`config.mk`:
```
export PLATFORM = sky130hd
export DESIGN_NAME = mcsr_top
export DESIGN_NICKNAME = d
export VERILOG_FILES = /design/src/design/mcsr_pkg.sv /design/src/design/csr_decode.sv /design/src/design/csr_file.sv /design/src/design/csr_result.sv /design/src/design/csr_timer.sv /design/src/design/mcsr_top.sv
export SDC_FILE = /design/constraint.sdc
export NUM_CORES = 1
export LEC_CHECK = 0
export BUFFER_PORTS_ARGS = -buffer_cell sky130_fd_sc_hd__buf_4
export CAP_MARGIN = 40
export CORE_MARGIN = 2
export CORE_UTILIZATION = 50
export DETAILED_ROUTE_END_ITERATION = 6
export GPL_ROUTABILITY_DRIVEN = 0
export MAX_ROUTING_LAYER = met4
export PLACE_DENSITY_LB_ADDON = 0.05
export SLEW_MARGIN = 20
export SYNTH_ARGS = -nofsm -noshare
export SYNTH_HDL_FRONTEND = slang
export SYNTH_HIERARCHICAL = 1
export SYNTH_SLANG_ARGS = --single-unit
```
`constraint.sdc`:
```
create_clock -name clk -period 9.3 [get_ports clk]
set_input_delay 1.395 -clock clk [delete_from_list [all_inputs] [get_ports clk]]
set_output_delay 1.395 -clock clk [all_outputs]
set_load 0.005 [all_outputs]
```
`src/design/mcsr_pkg.sv`:
```
`default_nettype none

package mcsr_pkg;

  localparam int XLEN = 32;

  typedef logic [11:0] csr_addr_t;

  //////////////////////////////////////////////////
  // Machine CSR numbers
  //////////////////////////////////////////////////
  localparam csr_addr_t CSR_MSTATUS  = 12'h300;
  localparam csr_addr_t CSR_MIE      = 12'h304;
  localparam csr_addr_t CSR_MTVEC    = 12'h305;
  localparam csr_addr_t CSR_MSCRATCH = 12'h340;
  localparam csr_addr_t CSR_MEPC     = 12'h341;
  localparam csr_addr_t CSR_MCAUSE   = 12'h342;
  localparam csr_addr_t CSR_MTVAL    = 12'h343;
  localparam csr_addr_t CSR_MIP      = 12'h344;

  // Matches funct3[1:0] of the CSR instructions
  typedef enum logic [1:0] {
    CSR_NOP = 2'b00,
    CSR_RW  = 2'b01,
    CSR_RS  = 2'b10,
    CSR_RC  = 2'b11
  } csr_op_e;

  typedef struct packed {
    logic            valid;
    csr_op_e         op;
    csr_addr_t       addr;
    logic [XLEN-1:0] operand;
    logic            wr_en;    // Low for RS/RC with zero source
    logic            illegal;
    logic            ecall;
    logic            mret;
    logic [XLEN-1:0] pc;
    logic [XLEN-1:0] instr;    // Goes to mtval
  } csr_req_t;

  typedef struct packed {
    logic [31:8] wpri_hi;
    logic        mpie;
    logic [6:4]  wpri_mid;
    logic        mie;
    logic [2:0]  wpri_lo;
  } mstatus_fields_t;

  typedef union packed {
    logic [XLEN-1:0] raw;
    mstatus_fields_t f;
  } mstatus_u;

  typedef struct packed {
    logic            rd_valid;
    logic [XLEN-1:0] rd_data;
    logic            trap;
    logic [XLEN-1:0] redirect_pc;
  } csr_res_t;

  //////////////////////////////////////////////////
  // Trap causes and interrupt bits
  //////////////////////////////////////////////////
  localparam logic [XLEN-1:0] CAUSE_ILLEGAL = 32'd2;
  localparam logic [XLEN-1:0] CAUSE_ECALL   = 32'd11;
  localparam logic [XLEN-1:0] CAUSE_MTI     = 32'h8000_0007;
  localparam logic [XLEN-1:0] CAUSE_MEI     = 32'h8000_000B;

  localparam int IRQ_MTI = 7;
  localparam int IRQ_MEI = 11;
  localparam logic [XLEN-1:0] MIE_MASK = 32'h0000_0880;  // MEIE and MTIE

  typedef enum logic [1:0] {
    MTIME_LO    = 2'b00,
    MTIME_HI    = 2'b01,
    MTIMECMP_LO = 2'b10,
    MTIMECMP_HI = 2'b11
  } mtime_sel_e;

endpackage

`default_nettype wire

```
`src/design/csr_decode.sv`:
```
`default_nettype none

module csr_decode (
  input  logic                         instr_valid_i,
  input  logic [mcsr_pkg::XLEN-1:0]    instr_i,
  input  logic [mcsr_pkg::XLEN-1:0]    rs1_data_i,
  input  logic [mcsr_pkg::XLEN-1:0]    pc_i,
  output mcsr_pkg::csr_req_t           req_o
);

  localparam logic [6:0]  OPC_SYSTEM = 7'b1110011;
  localparam logic [31:0] INSN_MRET  = 32'h3020_0073;

  logic                [2:0] funct3;
  logic                [4:0] rs1_idx;  // Also the uimm field
  mcsr_pkg::csr_addr_t       addr;
  logic                      addr_ok;

  assign funct3  = instr_i[14:12];
  assign rs1_idx = instr_i[19:15];
  assign addr    = instr_i[31:20];

  always_comb begin
    case (addr)
      mcsr_pkg::CSR_MSTATUS, mcsr_pkg::CSR_MIE,  mcsr_pkg::CSR_MTVEC,
      mcsr_pkg::CSR_MSCRATCH, mcsr_pkg::CSR_MEPC, mcsr_pkg::CSR_MCAUSE,
      mcsr_pkg::CSR_MTVAL,   mcsr_pkg::CSR_MIP: addr_ok = 1'b1;
      default:                                  addr_ok = 1'b0;
    endcase
  end

  always_comb begin
    req_o         = '0;
    req_o.valid   = instr_valid_i && (instr_i[6:0] == OPC_SYSTEM);
    req_o.addr    = addr;
    req_o.pc      = pc_i;
    req_o.instr   = instr_i;
    req_o.operand = funct3[2] ? {{(mcsr_pkg::XLEN-5){1'b0}}, rs1_idx} : rs1_data_i;
    req_o.op      = mcsr_pkg::CSR_NOP;
    case (funct3)
      3'b000: begin
        if (instr_i[31:7] == '0) req_o.ecall = 1'b1;
        else if (instr_i == INSN_MRET) req_o.mret = 1'b1;
        else req_o.illegal = 1'b1;  // EBREAK, WFI and the rest
      end
      3'b100: req_o.illegal = 1'b1;
      default: begin
        if (!addr_ok) begin
          req_o.illegal = 1'b1;
        end else begin
          req_o.op    = mcsr_pkg::csr_op_e'(funct3[1:0]);
          req_o.wr_en = (funct3[1:0] == 2'b01) || (rs1_idx != 5'd0);
        end
      end
    endcase
  end

endmodule

`default_nettype wire

```
`src/design/csr_file.sv`:
```
`default_nettype none

module csr_file #(
  parameter logic [mcsr_pkg::XLEN-1:0] MTVEC_RESET = 32'h0000_0100
) (
  input  logic               clk,
  input  logic               rst,
  input  mcsr_pkg::csr_req_t req_i,
  input  logic               meip_i,
  input  logic               mtip_i,
  output mcsr_pkg::csr_res_t res_o
);

  localparam int XLEN = mcsr_pkg::XLEN;

  mcsr_pkg::mstatus_u mstatus_q, mstatus_d;
  mcsr_pkg::mstatus_u new_view;  // Write data seen as mstatus fields
  logic [XLEN-1:0]    mie_q, mip_q, mtvec_q, mcause_q;
  logic [XLEN-1:0]    mscratch_q, mepc_q, mtval_q;
  logic [XLEN-1:0]    mip_rd, old_val, new_val, trap_cause;
  logic               is_illegal, is_ecall, irq_mei, irq_mti;
  logic               take_trap, do_mret, do_write;

  always_comb begin
    mip_rd = mip_q;
    mip_rd[mcsr_pkg::IRQ_MEI] = mip_q[mcsr_pkg::IRQ_MEI] | meip_i;
    mip_rd[mcsr_pkg::IRQ_MTI] = mip_q[mcsr_pkg::IRQ_MTI] | mtip_i;
  end

  //////////////////////////////////////////////////
  // Trap selection
  //////////////////////////////////////////////////
  assign is_illegal = req_i.valid && req_i.illegal;
  assign is_ecall   = req_i.valid && req_i.ecall;
  assign irq_mei    = mstatus_q.f.mie && mie_q[mcsr_pkg::IRQ_MEI] && mip_rd[mcsr_pkg::IRQ_MEI];
  assign irq_mti    = mstatus_q.f.mie && mie_q[mcsr_pkg::IRQ_MTI] && mip_rd[mcsr_pkg::IRQ_MTI];
  assign take_trap  = is_illegal || is_ecall || irq_mei || irq_mti;
  assign do_mret    = req_i.valid && req_i.mret && !take_trap;
  assign do_write   = req_i.valid && req_i.wr_en && !take_trap;

  always_comb begin
    if (is_illegal)    trap_cause = mcsr_pkg::CAUSE_ILLEGAL;
    else if (is_ecall) trap_cause = mcsr_pkg::CAUSE_ECALL;
    else if (irq_mei)  trap_cause = mcsr_pkg::CAUSE_MEI;
    else               trap_cause = mcsr_pkg::CAUSE_MTI;
  end

  // Old value, also the rd data
  always_comb begin
    case (req_i.addr)
      mcsr_pkg::CSR_MSTATUS:  old_val = mstatus_q.raw;
      mcsr_pkg::CSR_MIE:      old_val = mie_q;
      mcsr_pkg::CSR_MTVEC:    old_val = mtvec_q;
      mcsr_pkg::CSR_MSCRATCH: old_val = mscratch_q;
      mcsr_pkg::CSR_MEPC:     old_val = mepc_q;
      mcsr_pkg::CSR_MCAUSE:   old_val = mcause_q;
      mcsr_pkg::CSR_MTVAL:    old_val = mtval_q;
      mcsr_pkg::CSR_MIP:      old_val = mip_rd;
      default:                old_val = '0;  // ECALL and MRET land here
    endcase
  end

  always_comb begin
    case (req_i.op)
      mcsr_pkg::CSR_RW: new_val = req_i.operand;
      mcsr_pkg::CSR_RS: new_val = old_val | req_i.operand;
      mcsr_pkg::CSR_RC: new_val = old_val & ~req_i.operand;
      default:          new_val = old_val;
    endcase
  end

  always_comb begin
    new_view.raw = new_val;
    mstatus_d    = mstatus_q;
    if (take_trap) begin
      mstatus_d.f.mpie = mstatus_q.f.mie;
      mstatus_d.f.mie  = 1'b0;
    end else if (do_mret) begin
      mstatus_d.f.mie  = mstatus_q.f.mpie;
      mstatus_d.f.mpie = 1'b1;
    end else if (do_write && req_i.addr == mcsr_pkg::CSR_MSTATUS) begin
      mstatus_d.raw    = '0;  // Everything else hardwired
      mstatus_d.f.mie  = new_view.f.mie;
      mstatus_d.f.mpie = new_view.f.mpie;
    end
  end

  //////////////////////////////////////////////////
  // Registers
  //////////////////////////////////////////////////
  always_ff @(posedge clk) begin
    if (rst) begin
      mstatus_q.raw <= '0;
      mie_q         <= '0;
      mip_q         <= '0;
      mtvec_q       <= MTVEC_RESET;
      mcause_q      <= '0;
    end else begin
      mstatus_q <= mstatus_d;
      if (take_trap) begin
        mcause_q <= trap_cause;
      end else if (do_write) begin
        case (req_i.addr)
          mcsr_pkg::CSR_MIE:    mie_q    <= new_val & mcsr_pkg::MIE_MASK;
          mcsr_pkg::CSR_MIP:    mip_q    <= new_val & mcsr_pkg::MIE_MASK;
          mcsr_pkg::CSR_MTVEC:  mtvec_q  <= {new_val[XLEN-1:2], 2'b00};  // Direct mode only
          mcsr_pkg::CSR_MCAUSE: mcause_q <= new_val;
          default: ;
        endcase
      end
    end
  end

  always_ff @(posedge clk) begin
    if (take_trap) begin
      mepc_q  <= {req_i.pc[XLEN-1:2], 2'b00};
      mtval_q <= is_illegal ? req_i.instr : '0;
    end else if (do_write) begin
      case (req_i.addr)
        mcsr_pkg::CSR_MSCRATCH: mscratch_q <= new_val;
        mcsr_pkg::CSR_MEPC:     mepc_q     <= {new_val[XLEN-1:2], 2'b00};
        mcsr_pkg::CSR_MTVAL:    mtval_q    <= new_val;
        default: ;
      endcase
    end
  end

  // MRET retires with a writeback to x0 and carries mepc as target
  assign res_o.rd_valid    = req_i.valid && !take_trap;
  assign res_o.rd_data     = old_val;
  assign res_o.trap        = take_trap;
  assign res_o.redirect_pc = take_trap ? mtvec_q : mepc_q;

endmodule

`default_nettype wire

```
`src/design/csr_result.sv`:
```
`default_nettype none

module csr_result (
  input  logic                        clk,
  input  logic                        rst,
  input  mcsr_pkg::csr_res_t          res_i,
  output logic                        rd_valid_o,
  output logic [mcsr_pkg::XLEN-1:0]   rd_data_o,
  output logic                        trap_o,
  output logic [mcsr_pkg::XLEN-1:0]   redirect_pc_o
);

  // Pulses
  always_ff @(posedge clk) begin
    if (rst) begin
      rd_valid_o <= 1'b0;
      trap_o     <= 1'b0;
    end else begin
      rd_valid_o <= res_i.rd_valid;
      trap_o     <= res_i.trap;
    end
  end

  //////////////////////////////////////////////////
  // Payload, held between pulses
  //////////////////////////////////////////////////
  always_ff @(posedge clk) begin
    if (res_i.rd_valid) begin
      rd_data_o <= res_i.rd_data;
    end
    if (res_i.rd_valid || res_i.trap) begin
      redirect_pc_o <= res_i.redirect_pc;  // mtvec on trap, mepc otherwise
    end
  end

endmodule

`default_nettype wire

```
`src/design/csr_timer.sv`:
```
`default_nettype none

module csr_timer #(
  parameter int unsigned TIMER_STEP = 1
) (
  input  logic                        clk,
  input  logic                        rst,
  input  logic                        tmr_we_i,
  input  mcsr_pkg::mtime_sel_e        tmr_sel_i,
  input  logic [mcsr_pkg::XLEN-1:0]   tmr_wdata_i,
  output logic [mcsr_pkg::XLEN-1:0]   tmr_rdata_o,
  output logic                        mtip_o
);

  logic [63:0] mtime_q, mtimecmp_q;
  logic [63:0] mtime_d, mtimecmp_d;

  // Word reads, no latency
  always_comb begin
    case (tmr_sel_i)
      mcsr_pkg::MTIME_LO:    tmr_rdata_o = mtime_q[31:0];
      mcsr_pkg::MTIME_HI:    tmr_rdata_o = mtime_q[63:32];
      mcsr_pkg::MTIMECMP_LO: tmr_rdata_o = mtimecmp_q[31:0];
      default:               tmr_rdata_o = mtimecmp_q[63:32];
    endcase
  end

  always_comb begin
    mtime_d    = mtime_q + 64'(TIMER_STEP);
    mtimecmp_d = mtimecmp_q;
    if (tmr_we_i) begin
      case (tmr_sel_i)
        mcsr_pkg::MTIME_LO:    mtime_d    = {mtime_q[63:32], tmr_wdata_i};  // No tick
        mcsr_pkg::MTIME_HI:    mtime_d    = {tmr_wdata_i, mtime_q[31:0]};
        mcsr_pkg::MTIMECMP_LO: mtimecmp_d = {mtimecmp_q[63:32], tmr_wdata_i};
        default:               mtimecmp_d = {tmr_wdata_i, mtimecmp_q[31:0]};
      endcase
    end
  end

  always_ff @(posedge clk) begin
    if (rst) begin
      mtime_q    <= '0;
      mtimecmp_q <= '1;  // Far future, no interrupt out of reset
    end else begin
      mtime_q    <= mtime_d;
      mtimecmp_q <= mtimecmp_d;
    end
  end

  assign mtip_o = (mtime_q >= mtimecmp_q);

endmodule

`default_nettype wire

```
`src/design/mcsr_top.sv`:
```
`default_nettype none

module mcsr_top #(
  parameter logic [mcsr_pkg::XLEN-1:0] MTVEC_RESET = 32'h0000_0100,
  parameter int unsigned               TIMER_STEP  = 1
) (
  input  logic                        clk,
  input  logic                        rst,
  input  logic                        instr_valid_i,
  input  logic [mcsr_pkg::XLEN-1:0]   instr_i,
  input  logic [mcsr_pkg::XLEN-1:0]   rs1_data_i,
  input  logic [mcsr_pkg::XLEN-1:0]   pc_i,
  input  logic                        meip_i,     // Level
  input  logic                        tmr_we_i,
  input  mcsr_pkg::mtime_sel_e        tmr_sel_i,
  input  logic [mcsr_pkg::XLEN-1:0]   tmr_wdata_i,
  output logic [mcsr_pkg::XLEN-1:0]   tmr_rdata_o,
  output logic                        rd_valid_o,
  output logic [mcsr_pkg::XLEN-1:0]   rd_data_o,
  output logic                        trap_o,
  output logic [mcsr_pkg::XLEN-1:0]   redirect_pc_o
);

  mcsr_pkg::csr_req_t req;
  mcsr_pkg::csr_res_t res;
  logic               mtip;

  csr_decode u_decode (
    .instr_valid_i (instr_valid_i),
    .instr_i       (instr_i),
    .rs1_data_i    (rs1_data_i),
    .pc_i          (pc_i),
    .req_o         (req)
  );

  csr_file #(.MTVEC_RESET(MTVEC_RESET)) u_file (
    .clk    (clk),
    .rst    (rst),
    .req_i  (req),
    .meip_i (meip_i),
    .mtip_i (mtip),
    .res_o  (res)
  );

  csr_timer #(.TIMER_STEP(TIMER_STEP)) u_timer (
    .clk         (clk),
    .rst         (rst),
    .tmr_we_i    (tmr_we_i),
    .tmr_sel_i   (tmr_sel_i),
    .tmr_wdata_i (tmr_wdata_i),
    .tmr_rdata_o (tmr_rdata_o),
    .mtip_o      (mtip)
  );

  csr_result u_result (
    .clk           (clk),
    .rst           (rst),
    .res_i         (res),
    .rd_valid_o    (rd_valid_o),
    .rd_data_o     (rd_data_o),
    .trap_o        (trap_o),
    .redirect_pc_o (redirect_pc_o)
  );

endmodule

`default_nettype wire

```
# Word-level counts from Yosys, hierarchy flattened
# Index checks and enable logic that the tools add are counted.
# word_totals
register_bits,356
input_bits,135
output_inout_bits,98
wordCells,126
# classes
n_addsub,1
order_cmp,1
eq_ne,19
n_mux,38
bitwise,8
reduce_logical,42
# ops
operator,n
$mux 32,14
$pmux 32 s8,1
$pmux 64 s2,2
$pmux 32 s3,2
$eq 12x10->1 const B,8
$add 64x1->64 const B,1
$ge 64x64->1,1
$mux 64,1
$and 32x32->32,1
$eq 32x30->1 const B,1
$not 32->32,1
$or 32x32->32,1
$logic_not 25->1,1
$reduce_and 3->1,6
$logic_and 1x1->1,13
$mux 1,12
$reduce_bool 2->1,5
$mux 8,1
$reduce_or 8->1,1
$eq 7x7->1 const B,1
$eq 2x1->1 const B,3
$eq 2x2->1 const B,3
$mux 2,3
$reduce_and 2->1,3
13 further kinds,23

# Longest topological paths before layout
# Gate-level depths: netlist of run 1.
# logic_depth
depth_word,15
depth_mapped,16
mapped_depth_nobuf,14

# Modules after synthesis
# Netlist of run 1, hierarchy kept.
# by_module_without_submodules
module,instances,cells_per_inst,area_per_inst_um2,seq_area_each_um2
csr_file,1,952,8846.0,4184.0
csr_timer,1,1034,8530.7,2562.5
csr_result,1,69,1984.4,1961.9
csr_decode,1,142,1006.0,0.0

# Worst setup path after synthesis of run 1
# Ideal clock, no wire load.
# synth_timing
path_kind,register to register
start,register u_timer.mtime_q[0]
end,"register u_result/redirect_pc_o[0] (netlist bit), enable pin"
setup_time_ns,0.390
arrival_ns,4.790
required_time_ns,8.910
path_slack_ns,4.120
path_stages_with_launch,15
cell_sequence,dfxtp_1 -> inv_1 -> ha_1 -> nand2b_1 -> a2111oi_0 -> a2111oi_0 -> or4_1 -> a311oi_1 -> o21ai_0 -> o211ai_1 -> and3_1 -> clkbuf_1 -> clkbuf_1 -> and2_1 -> or2_1
# synth_lines
item,line,text
"start, declared",csr_timer.sv:15,"logic [63:0] mtime_q, mtimecmp_q;"
"start signal, assigned",csr_timer.sv:46,mtime_q <= mtime_d;
"end signal, assigned",csr_result.sv:32,redirect_pc_o <= res_i.redirect_pc;
"end, declared",csr_result.sv:10,output logic [mcsr_pkg::XLEN-1:0] redirect_pc_o

# Worst setup path after layout of run 1
# layout_timing
start,register u_timer.mtime_q[0]
end,"register u_file.mtval_q[23], enable pin"
# layout_via
elab_chain_cells,8
elab_cells_between_ends,9
cone_classes,order compare (1); bitwise (1); reduce/logical (7)
# layout_rtl
item,line,text
$ge 64x64->1 (*),csr_timer.sv:51,assign mtip_o = (mtime_q >= mtimecmp_q);
net mtip,mcsr_top.sv:26,logic mtip;
$or 1x1->1 (*),csr_file.sv:27,mip_rd[mcsr_pkg::IRQ_MTI] = mip_q[mcsr_pkg::IRQ_MTI] | mtip_i;
$logic_and 1x1->1 (*),csr_file.sv:36,assign irq_mti = mstatus_q.f.mie && mie_q[mcsr_pkg::IRQ_MTI] && mip_rd[mcsr_pkg::IRQ_MTI];
$logic_or 1x1->1 (*),csr_file.sv:37,assign take_trap = is_illegal || is_ecall || irq_mei || irq_mti;
$logic_not 1->1,csr_file.sv:39,assign do_write = req_i.valid && req_i.wr_en && !take_trap;
$logic_and 1x1->1,csr_file.sv:39,
$reduce_bool 2->1 (no line),-,
$reduce_and 2->1 (no line) (*),-,
"end signal, assigned",csr_file.sv:117,mtval_q <= is_illegal ? req_i.instr : '0;
"end signal, assigned",csr_file.sv:122,mcsr_pkg::CSR_MTVAL: mtval_q <= new_val;
"end, declared",csr_file.sv:19,"logic [XLEN-1:0] mscratch_q, mepc_q, mtval_q;"
# The timed path passes the listed nets; every way through them passes the cells marked *.
# A chain may end at the register's enable or synchronous reset.

==> flow_summary.toml, run 1 <==
[timing]
fin_ws_ns = 3.850
fin_crit_ns = 5.450
fmax_mhz = 183.5
min_period_over_period_pct = 58.60
setup_viol = 0
drv_slew = 0
relSlewSlack_pct = 37.73
skew_ns = 0.01752
tns_ns = 0
hold_viol_final = 0
rsz0062_at_grt = "no"
worst_pin_slew_ns = 0.9269

[power_and_ir_drop]
leakagePower_uw = 0.009956
power_switching_uw = 923.7
power.internal_uw = 2784
seqPwrFrac_pct = 45.6
share_comb_of_total_power_pct = 9.5
p_clk_share_pct = 44.9
p_sw_share_pct = 24.91
p_per_area_mw_per_mm2 = 158.1
ir_worst_vdd_mv = 0.1521

[detailed_routing]
vias_per_cell = 6.178
drt_first_pass_iters = 6
wl_met2_um = 32470
routed_wl_um = 66720
top_layer = "met4"
wl_per_cell_um = 23.38
drt_iter0_drc = 1716
met3_length_um = 5685
m1WireLength_um = 25590
drc = 0
num_vias = 17630
ant_nets = 0

[global_route]
antenna_found_initial = 1
grt_pass1_wl_um = 100600
globalRouteOverflowTotal = 0
grt_usage_pct = 32.21
grt_max_degree = 67
first_global_vias = 17160

[critical_path]
critPathSlowestCell = "nand2_1"
critPathArrivalTime_ns = 5.75
crit_fanout = 40
ff2ff_setup_slack_ns = 3.85
rr_startpoint = "u_timer/mtime_q[0]"
r2r_end = "u_file/mtval_q[23]"
critPathLaunchType = "flop"
worstSetupPathType = "reg -> reg"
critPathRequiredTime_ns = 9.60
rr_worst_depth = 13
slowest_delay_ns = 0.61
critPathCaptureType = "flop"
crit_chain = "inv_1 -> ha_1 -> nand2b_1 -> a2111oi_0 -> a2111oi_0 -> or4_1 -> a311oi_1 -> o21ai_0 -> o211ai_1 -> and3_1 -> buf_4 -> nand2_1 -> buf_4"

[min_path]
holdPathStages = 2
holdPathEnd = "u_file/mcause_q[15]"
min_path_type = "reg -> reg"
hp-start = "u_file/mcause_q[15]"

[synthesis]
synthCells = 2195
synth_area_per_cell_um2 = 9.272
syn_area_mm2 = 0.02035
ys_warn_count = 6

[clocking]
clockRootBuffer = "clkbuf_16"
clk_pin_slew_ns = 0.06
cts_setup_buffers = 0
cts_buffers = 42
tritoncts = "built"
h-tree-depth = 2
cts_resized = 0
clock_sinks = 356
cts.path.max_buffers = 3
postCtsHoldBufs = 0
clk_latency_ns = 0.59

[cells_and_area]
syn_to_final_growth_pct = 15.22
final_cell_area_mm2 = 0.02345
fin_nets = 2496
drive_gt1_share_pct = 19.46

[run_status]
status = "complete, no violations"

[die]
std_cell_rows = 73
core_area_mm2 = 0.03991
die_h_um = 205.8
die_w_um = 205.8
start_util_pct = 50.99
io-pin-count = 233
dieArea_mm2 = 0.04233

[placed_design]
port_buffers = 230
dp_hpwl_um = 44260
dpl-instance-area_mm2 = 0.02194
post-place-ws_ns = 3.912

[run]
timing.max_cap.violations = 0
==> critical path, delay by kind of cell (launching register included) <==
family,cells,cell delay [ns]
AO/OA/AOI/OAI,5,1.77
adder cells (fa/ha/maj),1,0.28
buffers and inverters,3,1.05
flip-flops,1,0.44
AND/OR/NAND/NOR,4,1.61
==> area by class of cell <==
class | count | area [um2]
clock buffer | 57 | 1167
timing repair buffer | 269 | 2125
clock inverter | 19 | 221.5
antenna | 1 | 2.502
tap | 525 | 656.9
sequential | 356 | 8708
inverter | 118 | 444.2
multi-input combinational | 1509 | 10120
fill | 3576 | 16470
==> placed cells by master (no fill, tap or decap), drive strengths merged, types with 18 or more instances in the layout <==
cell / instances
nand2: 347
buf: 267
dfxtp: 198
edfxtp: 158
nor2: 142
o21ai: 132
inv: 117
a21oi: 77
ha: 65
clkbuf: 59
mux4: 58
o22ai: 50
nand3: 40
nor2b: 39
nand4: 37
a22oi: 37
and2: 37
nand3b: 35
nand2b: 34
a211o: 34
nor3: 29
xor2: 27
a211oi: 26
nor4: 25
a31oi: 21
and3: 20
a21o: 19
xnor2: 18
==> state kept, by name, summed over array words and instances (netlist names) <==
signal                  flops
u_timer/mtime_q            64
u_file/mip_q                2
u_timer/mtimecmp_q         64
u_file/mstatus_q            2
u_file/mtvec_q             30
u_file/mtval_q             32
u_result/redirect_pc_o     32
u_result/trap_o             1
u_file/mscratch_q          32
u_result/rd_valid_o         1
u_file/mie_q                2
u_result/rd_data_o         32
u_file/mcause_q            32
u_file/mepc_q              30
==> through the flow <==
step	utilization (%)	instances	hold slack, ns	total power, uW
floorplan	-	2196	0.4198	1930
global placement	54.79	2766	0.4279	2061
detailed placement	54.98	2770	0.4372	2069
CTS	58.46	2846	0.4506	3725
global route	58.75	2854	0.4792	3828
finish	58.75	2854	0.4486	3707
==> layer usage <==
layer  GRT usage [%]  vias up
li1                -     8056
met1           38.70     8546
met2           53.46      842
met3           5.163      188
met4           14.29        0
met5               -        -
==> power by group through the flow <==
stage          sequential, uW  clock [uW]  combinational (uW)
6_report                 1690        1660                 352
5_1_grt                  1690        1750                 382
2_1_floorplan            1710           0                 222
3_5_place_dp             1720           0                 345
3_3_place_gp             1720           0                 339
4_1_cts                  1690        1690                 347
==> how the worst max path moves through the flow <==
stage / start / endpoint / slack, ns / cells past startpoint
finish: u_timer/mtime_q[0] / u_file/mtval_q[23] / 3.85 / 13
global route: u_timer/mtime_q[0] / u_file/mtval_q[30] / 3.57 / 13
global placement: u_timer/mtime_q[0] / u_file/mtval_q[22] / 3.90 / 13
CTS: u_timer/mtime_q[0] / u_file/mtval_q[30] / 3.88 / 13
floorplan: u_timer/mtime_q[0] / u_result/redirect_pc_o[0] / 4.12 / 14
detailed placement: u_timer/mtime_q[0] / u_file/mtval_q[18] / 3.91 / 13
(Power assumes the default switching activity.)
==> run 2, diff against run 1 <==
==> constraint.sdc (replaced) <==
create_clock -name clk -period 5.34 [get_ports clk]
set_input_delay 0.801 -clock clk [delete_from_list [all_inputs] [get_ports clk]]
set_output_delay 0.801 -clock clk [all_outputs]
set_load 0.005 [all_outputs]
==> flow_summary.toml, run 2 (same netlist as run 1, synthesis figures left out) <==
[detailed_routing]
vias_per_cell = 6.140
drt_iter0_drc = 1749
top_layer = "met4"
num_vias = 17580
ant_nets = 0
drt_first_pass_iters = 5
routed_wl_um = 66270
drc = 0
wl_met2_um = 32220
m1WireLength_um = 25860
met3_length_um = 5371
wl_per_cell_um = 23.15

[placed_design]
port_buffers = 230
dp_cells = 2783
post-place-ws_ns = 0.5694
dp_hpwl_um = 45320

[cells_and_area]
layout_commonest_cell = "nand2_1"
fin_cells = 2863
finish.utilization_pct = 59.02
reg_top3 = "u_timer/mtime_q x64, u_timer/mtimecmp_q x64"
final_cell_mix = "nand2_1, buf_4, dfxtp_1"
drive_gt1_share_pct = 19.98
syn_to_final_growth_pct = 15.75
fin_nets = 2505

[die]
die_w_um = 205.8
std_cell_rows = 73
start_util_pct = 50.99
dieArea_mm2 = 0.04233
core_area_mm2 = 0.03991
io-pin-count = 233
die_h_um = 205.8

[min_path]
holdPathEnd = "u_file/mcause_q[21]"
holdPathStages = 2
min_path_type = "reg -> reg"
hp-start = "u_file/mcause_q[21]"

[timing]
min_period_over_period_pct = 91.14
skew_ns = 0.01801
worst_pin_slew_ns = 0.9823
fmax_mhz = 205.5
drv_slew = 0
rsz0062_at_grt = "no"
fin_ws_ns = 0.4730
relSlewSlack_pct = 34.01
hold_ws_ns = 0.4461
setup_viol = 0
fin_crit_ns = 4.867
tns_ns = 0
hold_viol_final = 0

[clocking]
cts_setup_buffers = 0
cts.path.max_buffers = 3
cts_buffers = 41
clock_sinks = 356
clk_pin_slew_ns = 0.06
postCtsHoldBufs = 0
clockRootBuffer = "clkbuf_16"
tritoncts = "built"
h-tree-depth = 2
clk_latency_ns = 0.58
cts_resized = 0

[critical_path]
startpoint = "u_timer/mtime_q[0]"
critPathCaptureType = "flop"
critPathArrivalTime_ns = 5.10
critPathLaunchType = "flop"
ff2ff_setup_slack_ns = 0.47
rr_worst_depth = 13
rr_startpoint = "u_timer/mtime_q[0]"
worstSetupPathType = "reg -> reg"
crit_fanout = 18
critPathRequiredTime_ns = 5.57
r2r_end = "u_file/mscratch_q[17]"

[global_route]
first_global_vias = 16990
grt_usage_pct = 32.01
grt_max_degree = 70
grt_pass1_wl_um = 99890
antenna_found_initial = 1
globalRouteOverflowTotal = 0

[power_and_ir_drop]
leakagePower_uw = 0.01002
ir_worst_vdd_mv = 0.2087
p_per_area_mw_per_mm2 = 277.7

[run]
timing.max_cap.violations = 0

[run_status]
status = "complete, no violations"
run 2: cell count changes in the layout (fill, tap and decap cells not counted), moves of 2 or more:
| cell | before | now |
|---|---|---|
| buf_4 | 258 | 267 |
| clkbuf_1 | 9 | 2 |
| buf_12 | 0 | 4 |
| buf_16 | 5 | 2 |
| clkinvlp_4 | 2 | 5 |
| buf_2 | 2 | 4 |
| clkbuf_8 | 6 | 8 |
| clkinv_2 | 11 | 9 |
run 2: metal layers:
| metal | vias up | global-route usage, % |
|---|---|---|
| met1 | 8497 | 38.58 |
| met5 | - | - |
| li1 | 8071 | - |
| met3 | 177 | 4.577 |
| met2 | 834 | 53.17 |
| met4 | 0 | 14.72 |
run 2: worst max path at each step:
stage	endpoint	slack, ns	cells after the start
floorplan	u_result/redirect_pc_o[0]	0.16	14
global placement	u_file/mscratch_q[14]	0.53	13
detailed placement	u_file/mscratch_q[14]	0.57	13
CTS	u_file/mscratch_q[17]	0.55	13
global route	u_file/mscratch_q[5]	0.09	13
finish	u_file/mscratch_q[17]	0.47	13
run 2: final cells by class:
cell class | count | area, um2
Antenna cell | 1 | 2.502
Inverter | 118 | 444.2
Tap cell | 525 | 656.9
Clock buffer | 53 | 1194
Timing Repair Buffer | 279 | 2180
Multi-Input combinational cell | 1509 | 10120
Sequential cell | 356 | 8708
Clock inverter | 22 | 251.5
Fill cell | 3520 | 16360
run 2: where the power goes:
group / switching [uW] / internal, uW
logic: 331 / 281
clock network: 1200 / 1780
registers: 67.3 / 2880
run 2: through the flow:
| step | power, uW | area [um2] |
|---|---|---|
| floorplan | 3362 | 20360 |
| global placement | 3592 | 22010 |
| detailed placement | 3606 | 22060 |
| CTS | 6579 | 23500 |
| global route | 6749 | 23560 |
| finish | 6543 | 23560 |
run 2: worst max-delay path: stages, from the launching register on:
cell	delay, ns
dfxtp_1	0.43
inv_1	0.07
ha_1	0.28
nand2b_1	0.13
a2111oi_0	0.42
a2111oi_0	0.14
or4_1	0.58
a311oi_1	0.28
o21ai_0	0.30
o211ai_1	0.63
o2111ai_1	0.41
or2_2	0.43
nor2_4	0.10
buf_4	0.33
